==> config.mk <==
export PLATFORM = sky130hd
export DESIGN_NAME = soc_ctrl_regs
export DESIGN_NICKNAME = d
export VERILOG_FILES = /design/src/soc_domain_pkg.sv /design/src/soc_ctrl_regs.sv
export SDC_FILE = /design/constraint.sdc
export NUM_CORES = 1
export LEC_CHECK = 0
export BUFFER_PORTS_ARGS = -buffer_cell sky130_fd_sc_hd__buf_2
export CORE_MARGIN = 8
export CORE_UTILIZATION = 44
export CTS_CLUSTER_SIZE = 8
export DETAILED_ROUTE_END_ITERATION = 7
export PLACE_DENSITY = 0.76
export SYNTH_ARGS = -nofsm -noshare
export SYNTH_HDL_FRONTEND = slang
export SYNTH_SLANG_ARGS = --single-unit
export TNS_END_PERCENT = 5
==> constraint.sdc <==
create_clock -name s_soc_clk -period 0.85 [get_ports s_soc_clk]
set_input_delay 0 -clock s_soc_clk [delete_from_list [all_inputs] [get_ports s_soc_clk]]
set_output_delay 0 -clock s_soc_clk [all_outputs]
set_load 0.05 [all_outputs]
==> src/soc_domain_pkg.sv <==
// Shared constants, address map and bus types of the SoC memory system.
// Address bits 31:28 select the region. L2 is word-interleaved over the
// banks by word address bit 2. L2 and ROM rows alias above their size.
`default_nettype none

package soc_domain_pkg;

  localparam int unsigned DATA_WIDTH = 32;
  localparam int unsigned ADDR_WIDTH = 32;
  localparam int unsigned BE_WIDTH   = DATA_WIDTH / 8;

  // region codes in address bits 31:28
  localparam logic [3:0] REGION_L2  = 4'h1;
  localparam logic [3:0] REGION_ROM = 4'h2;
  localparam logic [3:0] REGION_APB = 4'h3;

  localparam int unsigned L2_BANK_BITS = 1;
  localparam int unsigned L2_BANKS     = 1 << L2_BANK_BITS;
  localparam int unsigned L2_ROW_BITS  = 16;

  localparam int unsigned ROM_WORDS = 16;
  localparam int unsigned ROM_ROW_W = $clog2(ROM_WORDS);
  localparam logic [ADDR_WIDTH-1:0] ROM_BASE = {REGION_ROM, {(ADDR_WIDTH-4){1'b0}}};

  // control register indices
  localparam logic [3:0] REG_BOOT_ADDR = 4'd0;
  localparam logic [3:0] REG_FETCH_EN  = 4'd1;
  localparam logic [3:0] REG_SCRATCH   = 4'd2;
  localparam logic [3:0] REG_INFO      = 4'd3;

  // one address word, seen as an L2 location or as a register index
  typedef union packed {
    struct packed {
      logic [3:0]                                           region;
      logic [ADDR_WIDTH-L2_ROW_BITS-L2_BANK_BITS-7:0]       unused;
      logic [L2_ROW_BITS-1:0]                               row;
      logic [L2_BANK_BITS-1:0]                              bank;
      logic [1:0]                                           offset;
    } l2;
    struct packed {
      logic [3:0]            region;
      logic [ADDR_WIDTH-11:0] unused;
      logic [3:0]            index;
      logic [1:0]            offset;
    } regs;
  } soc_addr_u;

  typedef struct packed {
    soc_addr_u             addr;
    logic                  we;
    logic [BE_WIDTH-1:0]   be;
    logic [DATA_WIDTH-1:0] wdata;
  } mem_req_t;

  typedef struct packed {
    logic [DATA_WIDTH-1:0] rdata;
    logic                  err;
  } mem_rsp_t;

  typedef struct packed {
    logic                  psel;
    logic                  penable;
    logic                  pwrite;
    logic [3:0]            index;
    logic [DATA_WIDTH-1:0] pwdata;
  } apb_req_t;

  typedef struct packed {
    logic [DATA_WIDTH-1:0] prdata;
    logic                  pready;
    logic                  pslverr;
  } apb_rsp_t;

endpackage

`default_nettype wire

==> src/soc_ctrl_regs.sv <==
// SoC control registers on APB. pready is always high and byte enables
// do not reach this block. Reads return the value before a write.
// INFO is read-only; writes to it are dropped without an error.
`default_nettype none

module soc_ctrl_regs
  import soc_domain_pkg::*;
#(
  parameter int unsigned L2_ROWS = 256
) (
  input  logic                  s_soc_clk,
  input  logic                  s_soc_rstn,
  input  apb_req_t              apb_i,
  output apb_rsp_t              apb_o,
  output logic [ADDR_WIDTH-1:0] boot_addr_o,
  output logic                  fetch_en_o
);

  // bank count in 7:0, rows per bank in 23:8
  localparam logic [DATA_WIDTH-1:0] INFO_WORD = {8'h00, 16'(L2_ROWS), 8'(L2_BANKS)};

  logic [ADDR_WIDTH-1:0] boot_addr_q;
  logic                  fetch_en_q;
  logic [DATA_WIDTH-1:0] scratch_q;
  logic                  wr_en;

  assign wr_en = apb_i.psel && apb_i.penable && apb_i.pwrite;

  always_ff @(posedge s_soc_clk or negedge s_soc_rstn) begin
    if (!s_soc_rstn) begin
      boot_addr_q <= ROM_BASE;
      fetch_en_q  <= 1'b0;
      scratch_q   <= '0;
    end else if (wr_en) begin
      case (apb_i.index)
        REG_BOOT_ADDR: boot_addr_q <= apb_i.pwdata;
        REG_FETCH_EN:  fetch_en_q  <= apb_i.pwdata[0];
        REG_SCRATCH:   scratch_q   <= apb_i.pwdata;
        default:       ;
      endcase
    end
  end

  always_comb begin
    apb_o.pready  = 1'b1;
    apb_o.pslverr = 1'b0;
    case (apb_i.index)
      REG_BOOT_ADDR: apb_o.prdata = boot_addr_q;
      REG_FETCH_EN:  apb_o.prdata = {{(DATA_WIDTH-1){1'b0}}, fetch_en_q};
      REG_SCRATCH:   apb_o.prdata = scratch_q;
      REG_INFO:      apb_o.prdata = INFO_WORD;
      default: begin
        // unknown index
        apb_o.prdata  = '0;
        apb_o.pslverr = apb_i.psel;
      end
    endcase
  end

  assign boot_addr_o = boot_addr_q;
  assign fetch_en_o  = fetch_en_q;

endmodule

`default_nettype wire

After elaboration in Yosys (flattened, before gate mapping)
Index checks and enable logic that the tools add are counted.

cells by class
  eq/ne operators = 3
  mux-type cells = 2
  reductions and logical operators = 7

operators with widths
  operator                                              count
  one-hot mux 32 bit (4 select lines)                   1
  equality test 4 x 2 -> 1 bit (second input constant)  2
  AND reduction 2 bit                                   3
  equality test 4 x 1 -> 1 bit (second input constant)  1
  zero test 4 bit                                       1
  OR reduction 4 bit                                    1
  logical AND 1 bit                                     2
  two-way mux 1 bit                                     1

storage, ports and cells
  bits in registers = 65
  input bits = 41
  output and inout bits = 67
  word-level logic and storage cells = 15

Depth between registers and ports, before layout
  depth after elaboration = 3
  gate-level depth with buffers = 5
  mapped depth without buffers = 3

Least setup slack after synthesis
OpenSTA, ideal clock, no wires.

  path kind = register to output
  start point = register fetch_en_q (netlist: fetch_en_o)
  end point = output port apb_o[2] (netlist bit)
  arrival = 1,990 ps
  required time = 850 ps
  setup slack = -1,140 ps
  stages on the path, launching flop included = 4
  path buffers = 0
  path through = dfrtp_1 -> mux2i_1 -> o22a_1 -> nor3_1

RTL lines
  item                    RTL line             source
  from (decl)             soc_ctrl_regs.sv:23  logic fetch_en_q;
  from (signal assigned)  soc_ctrl_regs.sv:37  REG_FETCH_EN: fetch_en_q <= apb_i.pwdata[0];
  to (decl)               soc_ctrl_regs.sv:14  output apb_rsp_t apb_o,

==> reports/metrics.yaml <==
status: "finished with violations"
violations: "negative setup slack"
utilization_pct: 76.5
htree_levels: 3
crit_arrival_ns: 1.29
intPower_mw: 6.28
setup.worst_path.class: "reg2out"
grt_usage_pct: 18.1
leakage_nw: 2.39
start_kind: "flop"
clock-root-buffer: "clkbuf_8"
chipWidth_um: 96.8
final_common_cell: "buf_6"
ys_seq_area_share_pct: 56.7
finalSetupViolCount: 130
drive_above_1_share_pct: 51.9
cap_violations: 0
clockBufferDepth: 2
final.fill_count: 378
grt_max_degree: 66
path_clk_slew_ns: 0.07
io_buffers: 106
power_frac_comb_pct: 28.7
switching_share_pct: 31.3
routed_via_density: 5.22
pre_cts_ws_ns: -0.540
drtIter0Drc: 90
layout_common_cells: "65 x buf_6, 60 x dfrtp_1, 39 x mux2_1, 39 x buf_2, 33 x dlygate4sd3_1"
rsz0062_at_grt: "true"
core.rowCount: 29
ios: 108
switchingPower_mw: 2.86
p_clk_share_pct: 29.4
placed_cells: 383
vdd_drop_max_mv: 1.68
fin_cells: 439
routed_wl_um: 8750
fin_crit_sh_pct: 152
post_synth.cell_area_avg_sq_um: 14.7
r2r_slack_ns: -0.08
clkSinkCount: 65
total_power_mw: 9.14
pwr-share-seq_pct: 41.9
cp_max_fo: 2
grt_pass1_vias: 2562
antenna_left: 0
yosys_warnings: 0
required_ns: 0.85
fp.dieArea_sq_mm: 0.00936
initial_utilization_pct: 45.4
synthesis.area_sq_mm: 0.00287
area_delta_synth_final_pct: 68.3
diodes: 0
synth-seq-cells: 65
vias: 2290
wl_per_cell_um: 19.9
slew_viol_final: 0
fin_ws_ns: -0.445
hpwlAfterDp_um: 5030
ys_types: 24
numCtsBuffers: 9
grt_pass1_wl_um: 13700
fin_nets: 398
die_y_um: 96.8
drc: 0
coreArea_sq_mm: 0.00631
fin_tns_setup_ns: -24.75
grt_antenna_before_repair: 0
syn_inst: 195
yosysTopAreaCell: "dfrtp_1"
maxClockFrequency_mhz: 772
synth_area_leaders: "dfrtp_1 56%, mux2_1 23%, a22o_1 8.9%"
finalHoldViolations: 0
synth_top_area_share_pct: 55.8
hold_path.class: "in2async"
grt-ovfl-total: 0
power.density_mw_per_mm2: 1890
insertion_delay_ns: 0.33
skew_ns: 0
drt-pass1-iter-count: 4
finalWeightedCongestion: 0.780
synth_nets: 236
crit_path_end_kind: "primary output"
cts_tree: "built"
fin_crit_ns: 1.29
-- power by group through the flow --
stage | logic [mW] | registers [mW] | clock network, mW
after floorplan | 0.598 | 4.52 | 0
after global placement | 1.95 | 3.81 | 0
after detailed placement | 1.99 | 3.83 | 0
after CTS | 2.48 | 3.81 | 2.74
after global routing | 2.75 | 3.87 | 2.88
final | 2.62 | 3.83 | 2.69
-- what timing repair did --
action                     4_1_cts  5_1_grt
pin swaps                        5        4
setup buffers                    3        2
gates cloned                     0        2
setup endpoints to repair      129      130
hold buffers                    33        0
hold endpoints to repair       130        0
gates resized for setup        145       27
-- cells in the mapped netlist (all sizes together) --
master and n:
mux2 64, clkbuf 4, nor4b 1, o21ai 1, dfstp 1, dfrtp 64
a22o 29, inv 1, mux2i 1, nand2b 1, o22a 1, conb 1
and3 2, nand3 1, nor2b 2, nor4 1, and2 2, nor3 4
o22ai 2, o21a 1, buf 11
-- final timing paths --
path	from	to	cells after the start
setup / recovery	fetch_en_o$_DFFE_PN0P_	apb_o[2]	4
hold / removal	s_soc_rstn	scratch_q[26]$_DFFE_PN0P_	3
max in group asynchronous	s_soc_rstn	boot_addr_o[29]$_DFFE_PN1P_	3
setup reg to reg	boot_addr_o[16]$_DFFE_PN0P_	boot_addr_o[16]$_DFFE_PN0P_	2
hold reg to reg	scratch_q[24]$_DFFE_PN0P_	scratch_q[24]$_DFFE_PN0P_	1
min in group s_soc_clk	apb_i[32]	fetch_en_o$_DFFE_PN0P_	4
-- critical path, stage by stage (launching register included) --
cell     delay (ns)
dfrtp_2        0.40
mux2i_1        0.15
o22a_1         0.21
nor3_4         0.05
buf_6          0.15
-- layer usage --
layer  routed length (um)  global-route usage [%]
met5                    0                       0
met4                  183                    6.63
met3                  498                    6.69
met2                 4570                    31.6
met1                 3490                    19.6
-- cells by family (layout without fill, tap and decap cells) --
| group | Yosys count | after routing | synth area share (%) |
|---|---|---|---|
| multiplexers | 65 | 65 | 25.5 |
| buffers and inverters | 16 | 183 | 3.97 |
| flip-flops | 65 | 65 | 56.7 |
| AO/OA/AOI/OAI | 34 | 34 | 10.0 |
| other | 1 | 1 | 0.131 |
| AND/OR/NAND/NOR | 14 | 14 | 3.66 |
-- layout make-up --
type	instances	area [sq um]	share of cell area (%)
multi-input cells	114	1290	26.7
clock inverters	2	35.0	0.725
clock buffers	14	173	3.58
inverters	1	3.75	0.0777
well taps	77	96.3	1.99
repair buffers	166	1600	33.1
flip-flops and latches	65	1630	33.8
-- metrics by stage --
stage | hold slack [ns] | instance area [sq um]
4_1_cts | 0.217 | 4660
3_5_place_dp | 0.0394 | 3640
3_3_place_gp | 0.0361 | 3640
2_1_floorplan | -0.296 | 2950
6_report | 0.221 | 4830
5_1_grt | 0.256 | 4830
-- registers in the layout, summed over array words and instances (netlist names) --
| register | count |
|---|---|
| scratch_q | 32 |
| fetch_en_o | 1 |
| boot_addr_o | 32 |
Power figures use the tool's default switching activity.
