## config.mk

```make
export PLATFORM = sky130hd
export DESIGN_NAME = apb_bridge
export DESIGN_NICKNAME = d
export VERILOG_FILES = /design/src/soc_domain_pkg.sv /design/src/apb_bridge.sv
export SDC_FILE = /design/constraint.sdc
export NUM_CORES = 1
export LEC_CHECK = 0
export BUFFER_PORTS_ARGS = -buffer_cell sky130_fd_sc_hd__buf_2
export CORE_MARGIN = 1.5
export CORE_UTILIZATION = 32
export CTS_CLUSTER_SIZE = 25
export DETAILED_ROUTE_END_ITERATION = 6
export GPL_TIMING_DRIVEN = 0
export PLACE_DENSITY = 0.79
export SYNTH_ARGS = -nofsm -noshare
export SYNTH_HDL_FRONTEND = slang
export SYNTH_SLANG_ARGS = --single-unit
```

## constraint.sdc

```tcl
create_clock -name s_soc_clk -period 2.2 [get_ports s_soc_clk]
set_input_delay 0.33 -clock s_soc_clk [delete_from_list [all_inputs] [get_ports s_soc_clk]]
set_output_delay 0.33 -clock s_soc_clk [all_outputs]
set_load 0.01 [all_outputs]
```

## src/soc_domain_pkg.sv

```systemverilog
// Shared constants, address map and bus types of the SoC memory system.
// Address bits 31:28 select the region. L2 is word-interleaved over the
// banks by word address bit 2. L2 and ROM rows alias above their size.
`default_nettype none

package soc_domain_pkg;

  localparam int unsigned DATA_WIDTH = 32;
  localparam int unsigned ADDR_WIDTH = 32;
  localparam int unsigned BE_WIDTH   = DATA_WIDTH / 8;

  // region codes in address bits 31:28
  localparam logic [3:0] REGION_L2  = 4'h1;
  localparam logic [3:0] REGION_ROM = 4'h2;
  localparam logic [3:0] REGION_APB = 4'h3;

  localparam int unsigned L2_BANK_BITS = 1;
  localparam int unsigned L2_BANKS     = 1 << L2_BANK_BITS;
  localparam int unsigned L2_ROW_BITS  = 16;

  localparam int unsigned ROM_WORDS = 16;
  localparam int unsigned ROM_ROW_W = $clog2(ROM_WORDS);
  localparam logic [ADDR_WIDTH-1:0] ROM_BASE = {REGION_ROM, {(ADDR_WIDTH-4){1'b0}}};

  // control register indices
  localparam logic [3:0] REG_BOOT_ADDR = 4'd0;
  localparam logic [3:0] REG_FETCH_EN  = 4'd1;
  localparam logic [3:0] REG_SCRATCH   = 4'd2;
  localparam logic [3:0] REG_INFO      = 4'd3;

  // one address word, seen as an L2 location or as a register index
  typedef union packed {
    struct packed {
      logic [3:0]                                           region;
      logic [ADDR_WIDTH-L2_ROW_BITS-L2_BANK_BITS-7:0]       unused;
      logic [L2_ROW_BITS-1:0]                               row;
      logic [L2_BANK_BITS-1:0]                              bank;
      logic [1:0]                                           offset;
    } l2;
    struct packed {
      logic [3:0]            region;
      logic [ADDR_WIDTH-11:0] unused;
      logic [3:0]            index;
      logic [1:0]            offset;
    } regs;
  } soc_addr_u;

  typedef struct packed {
    soc_addr_u             addr;
    logic                  we;
    logic [BE_WIDTH-1:0]   be;
    logic [DATA_WIDTH-1:0] wdata;
  } mem_req_t;

  typedef struct packed {
    logic [DATA_WIDTH-1:0] rdata;
    logic                  err;
  } mem_rsp_t;

  typedef struct packed {
    logic                  psel;
    logic                  penable;
    logic                  pwrite;
    logic [3:0]            index;
    logic [DATA_WIDTH-1:0] pwdata;
  } apb_req_t;

  typedef struct packed {
    logic [DATA_WIDTH-1:0] prdata;
    logic                  pready;
    logic                  pslverr;
  } apb_rsp_t;

endpackage

`default_nettype wire

```

## src/apb_bridge.sv

```systemverilog
// Turns one crossbar request at a time into an APB setup and access phase.
// A new request is taken only while idle_o is high. done_o pulses in the
// access cycle in which pready is seen, with prdata and pslverr.
`default_nettype none

module apb_bridge
  import soc_domain_pkg::*;
(
  input  logic     s_soc_clk,
  input  logic     s_soc_rstn,
  input  logic     valid_i,
  input  mem_req_t req_i,
  output logic     idle_o,
  output logic     done_o,
  output mem_rsp_t rsp_o,
  output apb_req_t apb_o,
  input  apb_rsp_t apb_i
);

  localparam logic [1:0] ST_IDLE   = 2'd0;
  localparam logic [1:0] ST_SETUP  = 2'd1;
  localparam logic [1:0] ST_ACCESS = 2'd2;

  logic [1:0] state_q;
  mem_req_t   req_q;

  always_ff @(posedge s_soc_clk or negedge s_soc_rstn) begin
    if (!s_soc_rstn) begin
      state_q <= ST_IDLE;
    end else begin
      case (state_q)
        ST_IDLE:   state_q <= valid_i ? ST_SETUP : ST_IDLE;
        ST_SETUP:  state_q <= ST_ACCESS;
        // stay in access while the slave stretches
        ST_ACCESS: state_q <= apb_i.pready ? ST_IDLE : ST_ACCESS;
        default:   state_q <= ST_IDLE;
      endcase
    end
  end

  always_ff @(posedge s_soc_clk) begin
    if (idle_o && valid_i) begin
      req_q <= req_i;
    end
  end

  assign idle_o = state_q == ST_IDLE;
  assign done_o = state_q == ST_ACCESS && apb_i.pready;

  always_comb begin
    apb_o.psel    = state_q != ST_IDLE;
    apb_o.penable = state_q == ST_ACCESS;
    apb_o.pwrite  = req_q.we;
    apb_o.index   = req_q.addr.regs.index;
    apb_o.pwdata  = req_q.wdata;
    rsp_o.rdata   = apb_i.prdata;
    rsp_o.err     = apb_i.pslverr;
  end

endmodule

`default_nettype wire

```

== Word level (Yosys, flattened, before mapping) ==
Index checks and enable logic that the tools add are counted.

* Shift-type cells: 0
* Multiply operators: 0
* Reduce and logical (&&, ||, !) cells: 4
* Eq/ne operators: 2
* Magnitude comparators: 0
* Mux-type cells: 3
* Bitwise gates (word level): 0
* $add $sub $neg: 0
* Divide/modulo/power cells: 0

{| class="wikitable"
|+ Operators by type and width
! operator !! number
|-
| 2-bit one-hot mux with 3 select lines || 1
|-
| 2-bit by 1-bit equality test with 1-bit output, second input constant || 1
|-
| 2-bit equality test, second input constant || 1
|-
| 1-bit logical AND || 2
|-
| 2-bit logical NOT || 1
|-
| 2-bit two-way mux || 1
|-
| 2-bit nonzero test || 1
|-
| 1-bit two-way mux || 1
|}

* Input port bits: 106
* Output and inout bits: 74
* Memories: 0
* Bits in writable memories: 0
* Bits in latches: 0
* Memory bits (read-only): 0
* Bits in registers: 41
* Logic and storage cells: 13

== Logic depth before layout (Yosys ltp) ==
* Word-level depth: 2
* Gate-level depth with buffers: 2

== Worst setup path before layout ==
No wires, ideal clock.

* Path type: register to register
* Start point: register state_q[1]
* End point: register req_q (netlist bit apb_o[0]), enable pin
* Clock period less this slack: 1.941 ns
* Path buffers: 0
* Arrival time: 1.543 ns
* Stages on the path, launching flop included: 3
* Path slack: 0.259 ns
* Setup time: 0.398 ns
* Cells stage by stage: dfrtp_1 -> nor2_2 -> and2_1

* Longest elaborated chain between the ends: 2

{| class="wikitable"
|+ RTL lines
! item !! line !! text
|-
| start, declared || apb_bridge.sv:24 || <nowiki>logic [1:0] state_q;</nowiki>
|-
| start signal, assigned || apb_bridge.sv:32 || <nowiki>ST_IDLE: state_q <= valid_i ? ST_SETUP : ST_IDLE;</nowiki>
|-
| start signal, assigned || apb_bridge.sv:35 || <nowiki>ST_ACCESS: state_q <= apb_i.pready ? ST_IDLE : ST_ACCESS;</nowiki>
|-
| 2-bit logical NOT || apb_bridge.sv:47 || <nowiki>assign idle_o = state_q == ST_IDLE;</nowiki>
|-
| net idle_o || apb_bridge.sv:13 || <nowiki>output logic idle_o,</nowiki>
|-
| 1-bit logical AND || apb_bridge.sv:42 || <nowiki>if (idle_o && valid_i) begin</nowiki>
|-
| end signal, assigned || apb_bridge.sv:43 || <nowiki>req_q <= req_i;</nowiki>
|-
| end, declared || apb_bridge.sv:25 || <nowiki>mem_req_t req_q;</nowiki>
|}

The timed path passes the listed nets, and every way through them passes these cells.
A chain may end at the register's enable or synchronous reset.

== Worst setup path after layout ==
* Start point: register state_q[1]
* End point: register req_q (netlist bit apb_o[22]), enable pin

* Longest elaborated chain between the ends: 2

{| class="wikitable"
|+ RTL lines
! item !! line
|-
| 2-bit logical NOT || apb_bridge.sv:47
|-
| 1-bit logical AND || apb_bridge.sv:42
|}

No other way between the ends.

==> run_results.csv <==
group,metric,value,unit
setup_path,reg2reg_to,"apb_o[22]",
cells_and_area,regArea,0.00116,mm2
timing,finalClockSkew,0.00726,ns
floorplanning,die-area,0.00499,mm2
pwr,powerDensity,962,mW/mm2
setup_path,critPathRequiredTime,2.11,ns
clock_tree,cts_htree_levels,2,
timing,rsz0062_at_grt,"no",
setup_path,reg2reg_from,"state_q[1]",
cells_and_area,final_nets,308,
floorplanning,core-area,0.00438,mm2
setup_path,r2r_cells,2,
min_path,holdPathStages,1,
cells_and_area,final_cell_area,0.00223,mm2
logic_synthesis,syn_inst,80,
logic_synthesis,synth_warnings,0,
global_route,grt_usage,12.1,%
clock_tree,cts_tree,"built",
timing,worstMarginPinSlew,0.844,ns
global_route,grt_pass1_vias,1068,
timing,hold_viol_final,0,
min_path,hold_start,"req_i[23]",
global_route,overflow,0,
clock_tree,clockRootBuffer,"clkbuf_8",
pwr,vdd_drop_max,660,uV
job,drv_cap,0,
pwr,leakagePower,1.08,nW
timing,min_period,1.71,ns
routing,viasPerCell,4.04,
floorplanning,die-width,70.7,um
timing,setup_violations,0,
global_route,grt_max_degree,38,
setup_path,crit_fanout,37,
place,dp_hpwl,2480,um
logic_synthesis,synth.avg_cell_area,18.3,um2
place,place_inst,246,
setup_path,reg2reg_slack,0.49,ns
logic_synthesis,netlist_area,0.00147,mm2
clock_tree,cts_buffers,5,
routing,dr.first_iter.drc_count,58,
cells_and_area,final_cell_count_no_fill,255,
timing,fin_ws,0.485,ns
setup_path,setup.worst_path.class,"reg -> reg",
global_route,grt_pass1_wl,4570,um
routing,avgRoutedWirePerCell,12.0,um
logic_synthesis,ys_types,9,
logic_synthesis,ys_seq_area_share,79.2,%
clock_tree,clockBufferDepth,2,
cells_and_area,area_delta_synth_final,52.2,%
clock_tree,clk_pin_slew,0.08,ns
cells_and_area,multi_input_area,53.8,um2
timing,finalMaxSlewViolations,0,
setup_path,worst_ep_arrival_time,1.62,ns
cells_and_area,antenna_cells,0,
setup_path,worstSetupStartpointType,"register",
routing,routed_wl,3050,um
floorplanning,start_util,33.4,%
floorplanning,num_rows,24,
timing,max_freq,0.583,GHz
min_path,hold_end,"apb_o[23]",
clock_tree,clkSinkCount,39,
routing,firstDrtPassIters,2,
routing,drcViolationCount,0,
place,pre_cts_ws,0.476,ns
routing,drtAntennaViolNets,0,
place,gp_congestion,0.669,
cells_and_area,num-fill-cells,401,
timing,post-route-period-util,77.9,%
min_path,hold_path_class,"in -> reg",
place,port_buffers,114,
clock_tree,clkLatencyLatePin,0.28,ns
routing,vias,1030,
floorplanning,die_y,70.7,um
floorplanning,pin_count,180,
status,outcome,"complete, no violations",
timing,slew_headroom,43.7,%
clock_tree,post_cts_buffers,0,
logic_synthesis,syn_nets,186,
setup_path,crit_path_end_kind,"register",
place,place_area,0.00210,mm2
global_route,antenna_found_initial,0,
cells_and_area,final_layout_size_suffix_gt1_share,78.3,%
logic_synthesis,synth_seq_cells,39,
[state kept, by name, indices dropped and copies added (netlist names)]
register / count
apb_o: 37
state_q: 2
[cells by family after synthesis]
kind of cell | count (synthesis) | share of synthesized area (%)
flops | 39 | 79.2
buf+inv | 34 | 17.2
simple gates | 6 | 2.56
mux | 1 | 1.02
[through the flow]
stage	setup TNS (ns)	hold WS (ns)	total power, W	utilization [%]
4_1_cts	0	0.204	0.00218	50.9
6_report	0	0.216	0.00214	50.9
3_3_place_gp	-0.264	0.116	0.00156	47.9
5_1_grt	0	0.197	0.00226	50.9
2_1_floorplan	0	0.0344	0.00133	-
3_5_place_dp	0	0.115	0.00157	47.9
[worst max-delay path, cell delays in order (launching register included)]
cell and delay, ns:
dfrtp_1 0.42, nor2_2 0.17, and2_2 0.73
[cells in the final DEF, fill, tap and decap left out]
cell type / Yosys / routed
nor2_1: 1 / 1
mux2_4: 1 / 1
nor2_2: 1 / 1
buf_2: 0 / 114
inv_1: 1 / 1
dfrtp_1: 2 / 2
nor2b_2: 1 / 1
edfxtp_1: 37 / 37
and2_2: 0 / 1
clkbuf_8: 0 / 6
bufinv_16: 0 / 1
and2_1: 3 / 2
buf_4: 33 / 33
clkinv_2: 0 / 1
dlygate4sd3_1: 0 / 1
[cells in the mapped netlist]
master | count | area share [%]
nor2_2 | 1 | 0.43
nor2b_2 | 1 | 0.60
nor2_1 | 1 | 0.26
and2_1 | 3 | 1.3
edfxtp_1 | 37 | 76
dfrtp_1 | 2 | 3.4
buf_4 | 33 | 17
mux2_4 | 1 | 1.0
inv_1 | 1 | 0.26
[how the worst max path moves through the flow]
stage / from / to / slack, ns / cells past startpoint
after floorplan: state_q[1] / apb_o[0] / 0.26 / 2
after global placement: state_q[1] / apb_o[13] / -0.009 / 2
after detailed placement: state_q[1] / apb_o[13] / 0.48 / 2
after CTS: state_q[1] / apb_o[9] / 0.45 / 2
after global routing: state_q[1] / apb_o[9] / 0.37 / 2
final: state_q[1] / apb_o[22] / 0.49 / 2
[metal layers]
| metal | part of all wire (%) | vias up | GRT usage [%] |
|---|---|---|---|
| li1 | - | 488 | - |
| met1 | 31 | 458 | 11.5 |
| met2 | 55 | 78 | 22.1 |
| met3 | 12 | 6 | 5.27 |
| met4 | 1.8 | 0 | 6.08 |
| met5 | 0 | - | 0 |
[power by group]
| part | total (W) | leakage, nW | switching, W | internal (W) |
|---|---|---|---|---|
| clock | 0.000603 | 0.0612 | 0.000236 | 0.000367 |
| combinational | 0.000493 | 0.643 | 0.000274 | 0.000219 |
| sequential | 0.00105 | 0.373 | 0.0000444 | 0.00100 |
[timing repair]
| item | in CTS | in global routing |
|---|---|---|
| hold buffers | 1 | 0 |
| endpoints found under the setup margin | 0 | 0 |
| endpoints found under the hold margin | 2 | 0 |
| resized for setup | 0 | 0 |
[area by class of cell]
class	count	share of cell area, %
tap	52	2.92
sequential	39	52.1
buffer	33	11.1
clock inverter	2	1.57
timing repair buffer	115	26.0
multi-input combinational	7	2.41
inverter	1	0.168
clock buffer	6	3.70
No activity file was read; power rests on OpenSTA's default activity.
