[src/soc_domain_pkg.sv]
// Shared constants, address map and bus types of the SoC memory system.
// Address bits 31:28 select the region. L2 is word-interleaved over the
// banks by word address bit 2. L2 and ROM rows alias above their size.
`default_nettype none

package soc_domain_pkg;

  localparam int unsigned DATA_WIDTH = 32;
  localparam int unsigned ADDR_WIDTH = 32;
  localparam int unsigned BE_WIDTH   = DATA_WIDTH / 8;

  // region codes in address bits 31:28
  localparam logic [3:0] REGION_L2  = 4'h1;
  localparam logic [3:0] REGION_ROM = 4'h2;
  localparam logic [3:0] REGION_APB = 4'h3;

  localparam int unsigned L2_BANK_BITS = 1;
  localparam int unsigned L2_BANKS     = 1 << L2_BANK_BITS;
  localparam int unsigned L2_ROW_BITS  = 16;

  localparam int unsigned ROM_WORDS = 16;
  localparam int unsigned ROM_ROW_W = $clog2(ROM_WORDS);
  localparam logic [ADDR_WIDTH-1:0] ROM_BASE = {REGION_ROM, {(ADDR_WIDTH-4){1'b0}}};

  // control register indices
  localparam logic [3:0] REG_BOOT_ADDR = 4'd0;
  localparam logic [3:0] REG_FETCH_EN  = 4'd1;
  localparam logic [3:0] REG_SCRATCH   = 4'd2;
  localparam logic [3:0] REG_INFO      = 4'd3;

  // one address word, seen as an L2 location or as a register index
  typedef union packed {
    struct packed {
      logic [3:0]                                           region;
      logic [ADDR_WIDTH-L2_ROW_BITS-L2_BANK_BITS-7:0]       unused;
      logic [L2_ROW_BITS-1:0]                               row;
      logic [L2_BANK_BITS-1:0]                              bank;
      logic [1:0]                                           offset;
    } l2;
    struct packed {
      logic [3:0]            region;
      logic [ADDR_WIDTH-11:0] unused;
      logic [3:0]            index;
      logic [1:0]            offset;
    } regs;
  } soc_addr_u;

  typedef struct packed {
    soc_addr_u             addr;
    logic                  we;
    logic [BE_WIDTH-1:0]   be;
    logic [DATA_WIDTH-1:0] wdata;
  } mem_req_t;

  typedef struct packed {
    logic [DATA_WIDTH-1:0] rdata;
    logic                  err;
  } mem_rsp_t;

  typedef struct packed {
    logic                  psel;
    logic                  penable;
    logic                  pwrite;
    logic [3:0]            index;
    logic [DATA_WIDTH-1:0] pwdata;
  } apb_req_t;

  typedef struct packed {
    logic [DATA_WIDTH-1:0] prdata;
    logic                  pready;
    logic                  pslverr;
  } apb_rsp_t;

endpackage

`default_nettype wire

[src/soc_xbar.sv]
// Two-master crossbar onto the L2 banks, the boot ROM and the APB bridge.
// One transaction outstanding per master. L2, ROM and error responses
// are valid one cycle after acceptance, APB ones when the bridge is done.
// Same-target clashes go to a per-target round-robin pointer.
`default_nettype none

module soc_xbar
  import soc_domain_pkg::*;
#(
  parameter  int unsigned L2_ROWS = 256,
  localparam int unsigned ROW_W   = $clog2(L2_ROWS)
) (
  input  logic                                s_soc_clk,
  input  logic                                s_soc_rstn,
  // host master
  input  logic                                host_req_valid_i,
  output logic                                host_req_ready_o,
  input  mem_req_t                            host_req_i,
  output logic                                host_rsp_valid_o,
  input  logic                                host_rsp_ready_i,
  output mem_rsp_t                            host_rsp_o,
  // debug master
  input  logic                                dbg_req_valid_i,
  output logic                                dbg_req_ready_o,
  input  mem_req_t                            dbg_req_i,
  output logic                                dbg_rsp_valid_o,
  input  logic                                dbg_rsp_ready_i,
  output mem_rsp_t                            dbg_rsp_o,
  // L2 banks
  output logic [L2_BANKS-1:0]                 l2_en_o,
  output logic [L2_BANKS-1:0]                 l2_we_o,
  output logic [L2_BANKS-1:0][ROW_W-1:0]      l2_row_o,
  output logic [L2_BANKS-1:0][BE_WIDTH-1:0]   l2_be_o,
  output logic [L2_BANKS-1:0][DATA_WIDTH-1:0] l2_wdata_o,
  input  logic [L2_BANKS-1:0][DATA_WIDTH-1:0] l2_rdata_i,
  // boot ROM
  output logic                                rom_en_o,
  output logic [ROM_ROW_W-1:0]                rom_row_o,
  input  logic [DATA_WIDTH-1:0]               rom_rdata_i,
  // APB bridge
  output logic                                apb_valid_o,
  output mem_req_t                            apb_req_o,
  input  logic                                apb_idle_i,
  input  logic                                apb_done_i,
  input  mem_rsp_t                            apb_rsp_i
);

  // target codes, banks use their own index
  localparam logic [2:0] T_ROM = 3'(L2_BANKS);
  localparam logic [2:0] T_APB = 3'(L2_BANKS + 1);
  localparam logic [2:0] T_ERR = 3'(L2_BANKS + 2);

  mem_req_t [1:0]      req;
  logic     [1:0]      valid;
  logic     [1:0]      ready;
  logic     [1:0]      accept;
  logic     [1:0]      want;
  logic     [1:0]      lose;
  logic                clash;
  logic     [1:0][2:0] tgt;
  logic     [1:0]      rsp_ready;
  logic     [1:0]      rsp_valid;
  mem_rsp_t [1:0]      live;
  mem_rsp_t [1:0]      rsp;

  logic     [1:0]          busy_q;
  logic     [1:0]          rd_pend_q;
  logic     [1:0]          held_q;
  logic     [1:0][2:0]     src_q;
  mem_rsp_t [1:0]          rsp_q;
  logic     [L2_BANKS+1:0] rr_q;
  logic                    apb_owner_q;

  // master 0 is host, master 1 is debug
  assign req              = {dbg_req_i, host_req_i};
  assign valid            = {dbg_req_valid_i, host_req_valid_i};
  assign rsp_ready        = {dbg_rsp_ready_i, host_rsp_ready_i};
  assign host_req_ready_o = ready[0];
  assign dbg_req_ready_o  = ready[1];
  assign host_rsp_valid_o = rsp_valid[0];
  assign dbg_rsp_valid_o  = rsp_valid[1];
  assign host_rsp_o       = rsp[0];
  assign dbg_rsp_o        = rsp[1];

  // ****************************************
  // decode and arbitration
  // ****************************************

  always_comb begin
    for (int m = 0; m < 2; m++) begin
      case (req[m].addr.l2.region)
        REGION_L2:  tgt[m] = 3'(req[m].addr.l2.bank);
        REGION_ROM: tgt[m] = req[m].we ? T_ERR : T_ROM;
        REGION_APB: tgt[m] = T_APB;
        default:    tgt[m] = T_ERR;
      endcase
      want[m] = valid[m] && !busy_q[m];
    end
    // error responses need no shared target
    clash = want[0] && want[1] && tgt[0] == tgt[1] && tgt[0] != T_ERR;
    for (int m = 0; m < 2; m++) begin
      lose[m]   = clash && rr_q[tgt[m][1:0]] != m[0];
      ready[m]  = !busy_q[m] &&
                  !(want[m] && (lose[m] || (tgt[m] == T_APB && !apb_idle_i)));
      accept[m] = valid[m] && ready[m];
    end
  end

  // target ports, driven by whichever master was accepted
  always_comb begin
    logic                                l2_sel;
    logic                                rom_sel;
    logic                                apb_sel;
    logic [L2_ROW_BITS+L2_BANK_BITS-1:0] rom_word;
    for (int b = 0; b < L2_BANKS; b++) begin
      l2_sel        = accept[1] && tgt[1] == 3'(b);
      l2_en_o[b]    = (accept[0] && tgt[0] == 3'(b)) || l2_sel;
      l2_we_o[b]    = req[l2_sel].we;
      l2_row_o[b]   = req[l2_sel].addr.l2.row[ROW_W-1:0];
      l2_be_o[b]    = req[l2_sel].be;
      l2_wdata_o[b] = req[l2_sel].wdata;
    end
    rom_sel     = accept[1] && tgt[1] == T_ROM;
    rom_en_o    = (accept[0] && tgt[0] == T_ROM) || rom_sel;
    rom_word    = {req[rom_sel].addr.l2.row, req[rom_sel].addr.l2.bank};
    rom_row_o   = rom_word[ROM_ROW_W-1:0];
    apb_sel     = accept[1] && tgt[1] == T_APB;
    apb_valid_o = (accept[0] && tgt[0] == T_APB) || apb_sel;
    apb_req_o   = req[apb_sel];
  end

  // ****************************************
  // response path
  // ****************************************

  always_comb begin
    for (int m = 0; m < 2; m++) begin
      live[m].err   = 1'b0;
      live[m].rdata = (src_q[m] == T_ROM) ? rom_rdata_i
                                          : l2_rdata_i[src_q[m][L2_BANK_BITS-1:0]];
      // memory data passes straight through in its first cycle
      rsp[m]       = rd_pend_q[m] ? live[m] : rsp_q[m];
      rsp_valid[m] = rd_pend_q[m] || held_q[m];
    end
  end

  always_ff @(posedge s_soc_clk or negedge s_soc_rstn) begin
    if (!s_soc_rstn) begin
      busy_q      <= '0;
      rd_pend_q   <= '0;
      held_q      <= '0;
      rr_q        <= '0;
      apb_owner_q <= 1'b0;
    end else begin
      for (int m = 0; m < 2; m++) begin
        rd_pend_q[m] <= accept[m] && tgt[m] <= T_ROM;
        if (accept[m]) begin
          busy_q[m] <= 1'b1;
          if (clash) begin
            rr_q[tgt[m][1:0]] <= ~rr_q[tgt[m][1:0]];
          end
          if (tgt[m] == T_APB) begin
            apb_owner_q <= m[0];
          end
        end else if (rsp_valid[m] && rsp_ready[m]) begin
          busy_q[m] <= 1'b0;
        end
        if (rsp_valid[m] && rsp_ready[m]) begin
          held_q[m] <= 1'b0;
        end else if (rd_pend_q[m] || (accept[m] && tgt[m] == T_ERR) ||
                     (apb_done_i && apb_owner_q == m[0])) begin
          held_q[m] <= 1'b1;
        end
      end
    end
  end

  always_ff @(posedge s_soc_clk) begin
    for (int m = 0; m < 2; m++) begin
      if (accept[m]) begin
        src_q[m] <= tgt[m];
      end
      if (rd_pend_q[m]) begin
        rsp_q[m] <= live[m];
      end else if (accept[m] && tgt[m] == T_ERR) begin
        rsp_q[m] <= '{rdata: '0, err: 1'b1};
      end else if (apb_done_i && apb_owner_q == m[0]) begin
        rsp_q[m] <= apb_rsp_i;
      end
    end
  end

endmodule

`default_nettype wire

[config.mk]
export PLATFORM = sky130hd
export DESIGN_NAME = soc_xbar
export DESIGN_NICKNAME = d
export VERILOG_FILES = /design/src/soc_domain_pkg.sv /design/src/soc_xbar.sv
export SDC_FILE = /design/constraint.sdc
export NUM_CORES = 1
export LEC_CHECK = 0
export ABC_AREA = 1
export BUFFER_PORTS_ARGS = -buffer_cell sky130_fd_sc_hd__buf_2
export CAP_MARGIN = 30
export CORE_AREA = 2 2 197 199
export DETAILED_ROUTE_END_ITERATION = 12
export DIE_AREA = 0 0 199 201
export PLACE_DENSITY_LB_ADDON = 0.1
export SKIP_CTS_REPAIR_TIMING = 1
export SLEW_MARGIN = 20
export SYNTH_ARGS = -nofsm -noshare
export SYNTH_HDL_FRONTEND = slang
export SYNTH_SLANG_ARGS = --single-unit
export TNS_END_PERCENT = 100
[constraint.sdc]
create_clock -name s_soc_clk -period 5.7 [get_ports s_soc_clk]
set_input_delay 0 -clock s_soc_clk [delete_from_list [all_inputs] [get_ports s_soc_clk]]
set_output_delay 0 -clock s_soc_clk [all_outputs]
set_load 0.005 [all_outputs]
# After elaboration in Yosys (flattened, before gate mapping)
# Cells that the tools add are included.
# totals
ff_bits	83
latch_bits	0
ramBits	0
mem_bits_ro	0
out_inout_bits	237
elab_cells	158
memories	0
# op_classes
n_addsub	0
mul	0
div	0
magnitude_cmp	12
n_eq_ne	18
shift	0
n_mux	52
bitwise	3
reduce_logical	60
# ops
operator	n
33-bit two-way mux	8
32-bit two-way mux	6
48-bit two-way mux	4
69-bit two-way mux	2
43-bit two-way mux	2
1-bit logical AND	33
3-bit by 2-bit equality test with 1-bit output, second input constant	6
3-bit case mux with 3 select lines	2
4-bit by 2-bit equality test with 1-bit output, second input constant	4
1-bit two-way mux	16
4-bit two-way mux	4
1-bit logical OR	12
1-bit by 2-bit < comparator with 1-bit output, second input constant	6
2-bit nonzero test	6
4-bit bitwise mux	2
4-bit by 1-bit equality test with 1-bit output, second input constant	2
3-bit by 1-bit equality test with 1-bit output, second input constant	2
3-bit equality test, second input constant	2
3-bit by 2-bit less-or-equal comparator with 1-bit output, second input constant	2
3-bit logical NOT	2
2-bit by 3-bit < comparator with 1-bit output, second input constant	2
3-bit two-way mux	2
3-bit nonzero test	2
1-bit logical NOT	5
other kinds (6)	11

# Depth between registers and ports, before layout
# depth
word_depth	16
mapped_depth	15

# Worst setup path after synthesis
# OpenSTA, ideal clock, no wires.
# synth_path
path_type	reg-to-reg
startpoint	reg busy_q[1]
endpoint	reg rsp_q[10] (netlist bit), enable pin
arrival_ns	1.864
required_time_ns	5.139
setup_slack_ns	3.275
path_stages_with_launch	11
path_buffers	0
synth_period_minus_slack_ns	2.425
path_cell_list	dfrtp_1 -> inv_1 -> nand2_1 -> nor2_1 -> nand2_1 -> nor2_1 -> nand2_1 -> nor2_4 -> nand2_1 -> nand4_2 -> nand3_1
# synth_between
elab_chain_cells	13
# synth_rtl
item	line	rtl
from (decl)	soc_xbar.sv:66	logic [1:0] busy_q;
from (signal assigned)	soc_xbar.sv:149	busy_q <= '0;
from (signal, indexed assignment)	soc_xbar.sv:158	busy_q[m] <= 1'b1;
from (signal, indexed assignment)	soc_xbar.sv:166	busy_q[m] <= 1'b0;
1-bit logical NOT	soc_xbar.sv:97	want[m] = valid[m] && !busy_q[m];
1-bit logical AND	soc_xbar.sv:97	
1-bit logical AND (3 in series)	soc_xbar.sv:100	clash = want[0] && want[1] && tgt[0] == tgt[1] && tgt[0] != T_ERR;
1-bit logical AND	soc_xbar.sv:102	lose[m] = clash && rr_q[tgt[m][1:0]] != m[0];
1-bit logical OR	soc_xbar.sv:104	!(want[m] && (lose[m] || (tgt[m] == T_APB && !apb_idle_i)));
1-bit logical AND	soc_xbar.sv:104	
1-bit logical NOT	soc_xbar.sv:104	
1-bit logical AND	soc_xbar.sv:103	ready[m] = !busy_q[m] &&
1-bit logical AND	soc_xbar.sv:105	accept[m] = valid[m] && ready[m];
1-bit logical AND	soc_xbar.sv:185	end else if (accept[m] && tgt[m] == T_ERR) begin
3-bit nonzero test (no line)	-	
to (signal, indexed assignment)	soc_xbar.sv:184	rsp_q[m] <= live[m];
to (signal, indexed assignment)	soc_xbar.sv:186	rsp_q[m] <= '{rdata: '0, err: 1'b1};
to (signal, indexed assignment)	soc_xbar.sv:188	rsp_q[m] <= apb_rsp_i;
to (decl)	soc_xbar.sv:70	mem_rsp_t [1:0] rsp_q;
# Every way passes these cells.
# A chain may end at the register's enable or synchronous reset.

==> impl_results.md <==
- Crit path time final: 2.96 ns
- Global-route wire length before repair: 60,700 µm
- Clock network power share: 21.6%
- Combinational Power Share: 43.2%
- Vias in the first global route: approximately 9.3k
- Worst EP required: 5.70 ns
- Reg clk slew, reported paths: 0.07 ns
- DRC: 0
- Placed insts: 2,189
- P&R area growth vs syn: 43.5%
- Worst-skew pair later-pin latency: 0.35 ns
- Post-synthesis cell type count: 29
- Fin crit share: 51.9%
- CP Class: reg2out
- Initial DRC count: 560
- RSZ-0062 raised after global routing: no
- Crit-path cells: buf_4, nor3_4, buf_4, inv_1, a31oi_1, o21ai_0, nand2_1, buf_2
- Family with the most delay on the worst path: buffers and inverters
- Arrival @ worst endpoint: 2.96 ns
- Max Freq: between 300 and 400 MHz
- # IOs: 512
- P_sw: around 0.0011 W
- CTS tree: done
- Root Driver: clkbuf_16
- Synthesized instance count: 1,228
- Routed vias: just under 10k
- Syn_nets: 1,503
- Reg power frac: 35.2%
- Final non-filler cell total: 2,210
- Final setup margin: roughly 2.7 ns
- Max-cap violation count: 0
- Status: finished with violations
- Drt wl/cell: 19.0 µm
- Largest stage delay, worst path: 0.74 ns
- Pre-CTS setup slack: 3.02 ns
- Yosys warning count: 0
- Gr ovfl total: 0
- Worst R2R Setup Slack: just over 3 ns
- Leakage: about 6.2 nW
- Syn Std Cell Area: between 7000 and 8000 µm²
- Final core utilization: 28.3%
- Seq/Total Area, Yosys: 32.1%
- HPWL after DPL: ~34,000 µm
- Num rows: 72
- GPL Wtd Cong: approximately 0.93
- # setup viols final: 0
- Commonest non-fill, non-tap cell in the layout: buf_2
- Htree depth: 3
- Slew Limit Headroom: 35.4%
- CTS Sinks: 83
- Core footprint: around 38,000 µm²
- Cell taking the most area after synthesis: edfxtp_1
- Worst slew pin tran: between 0.9 and 1 ns
- Final wirelength: ~42,000 µm
- Total global-route track usage: 20.4%
- CP Max Fanout: 51
- Max IR drop VDD: between 0.1 and 0.15 mV
- DRT antenna net count: 0
- Drt pass-1 iters: 6
- Filler cells: between 4k and 5k
- Final TNS setup: 0 ns
- Buf/Inv on CP: 4
- Most frequent CP cell: buf_4
- Largest net degree at the start of global routing: between 100 and 150
- Chip width: 199 µm
- Pwr Density: between 200 and 250 nW/µm²
- Max-slew violation count: 0
- Int Pwr: ~0.0016 W
- Setup crit start kind: register
- Clock skew: 0.00948 ns
- Violated checks: negative hold slack
- Final hold vios: 8
- Sw Ratio: 39.6%
- CTS Buf Count: 9
- Initial core utilization: 19.7%
- Syn Area/Cell: 6.12 µm²
- I/O Buffers: 511
- Slowest-stage cell, CP: inv_1
- CP Capture Type: output port
- Worst Hold Class: in2reg
- Nets: 1,960
- Die Y-Extent: 201 µm
- Initial antenna violation count: 6
- Synth Register Bits: between 80 and 90
- WHS: -0.0341 ns
- Drt via density: 4.48
- Synth top area cells: edfxtp_1 (28%), nand2_1 (22%), o21ai_0 (14%)
- Maximum buffer depth of the clock tree: 2
- Synth top area share: 27.9%
- Die ar.: 40,000 µm²
- Commonest non-fill, non-tap cells in the layout: buf_2 (511), nand2_1 (435), o21ai_0 (209)
- Share of post-route cells with drive strength above 1: 33.2%
final cells by class:
type                       count  area (µm²)  share of cell area (%)
inverter                     173         649                    6.02
timing repair buffer         525        2710                    25.1
clock inverter                 4        32.5                   0.301
antenna                        2        5.00                  0.0464
sequential                    83        2420                    22.4
multi-input combinational    893        4090                    37.9
clock buffer                  12         246                    2.28
tap                          518         648                    6.01
cells by family (layout without fill, tap and decap cells):
family	after synthesis	after routing	synth area share, %
DFF	83	83	32.1
buffers and inverters	252	714	13.8
and+or+nand+nor	496	496	26.9
other	0	2	0
AOI/OAI and AO/OA	397	397	27.2
worst paths after layout:
check,startpoint,end,cells past startpoint
worst max-delay path,src_q[3],dbg_rsp_o[27],8
worst min-delay path,dbg_rsp_ready_i,held_q[1],4
worst max register to register,src_q[3],rsp_q[49],6
worst min register to register,busy_q[1],busy_q[1],2
max in group asynchronous,s_soc_rstn,apb_owner_q,2
min in group asynchronous,s_soc_rstn,held_q[1],2
synth_stat cells:
library cell,instances
a31oi_1,20
buf_1,2
buf_2,21
o21ai_1,113
nor3_1,1
nand2_2,4
inv_1,168
nor2_1,15
nor2_4,3
nand3b_1,3
nand2_1,435
a21oi_1,42
nand4_1,4
nor3_2,2
nand3_1,20
buf_4,18
nand3_2,2
nand4_2,2
inv_2,5
edfxtp_1,70
nand3_4,2
and3_1,1
dfxtp_1,2
clkbuf_1,38
dfrtp_1,11
o31ai_1,3
nor2_2,2
o211ai_1,10
o21ai_0,209
stage by stage:
step | cell area [µm²] | power (W)
6_report | 10800 | 0.00269
3_3_place_gp | 10400 | 0.00213
5_1_grt | 10800 | 0.00289
2_1_floorplan | 7520 | 0.00151
4_1_cts | 10800 | 0.00274
3_5_place_dp | 10500 | 0.00215
tightest hold or removal path: stages:
cell	delay, ns
buf_2	0.07
nand2_1	0.08
nand2_1	0.08
inv_1	0.04
sequential cells by signal, summed over array words and instances, names as in the netlist:
name / count
src_q: 6
rsp_q: 66
rr_q: 4
apb_owner_q: 1
held_q: 2
rd_pend_q: 2
busy_q: 2
layer usage:
layer | global-route usage [%] | part of all wire [%] | wire length [µm]
met1 | 25.1 | 42 | 17500
met3 | 4.33 | 7.2 | 3010
met2 | 35.4 | 49 | 20400
met4 | 6.26 | 2.7 | 1130
met5 | 0 | 0.13 | 53
power groups by stage:
stage	logic [W]	registers (W)	clock network [W]
detailed placement	0.00119	0.000961	0
global route	0.00131	0.000966	0.000616
CTS	0.00119	0.000949	0.000600
floorplan	0.000559	0.000950	0
global placement	0.00117	0.000962	0
finish	0.00116	0.000948	0.000581
(Power assumes the default switching activity.)
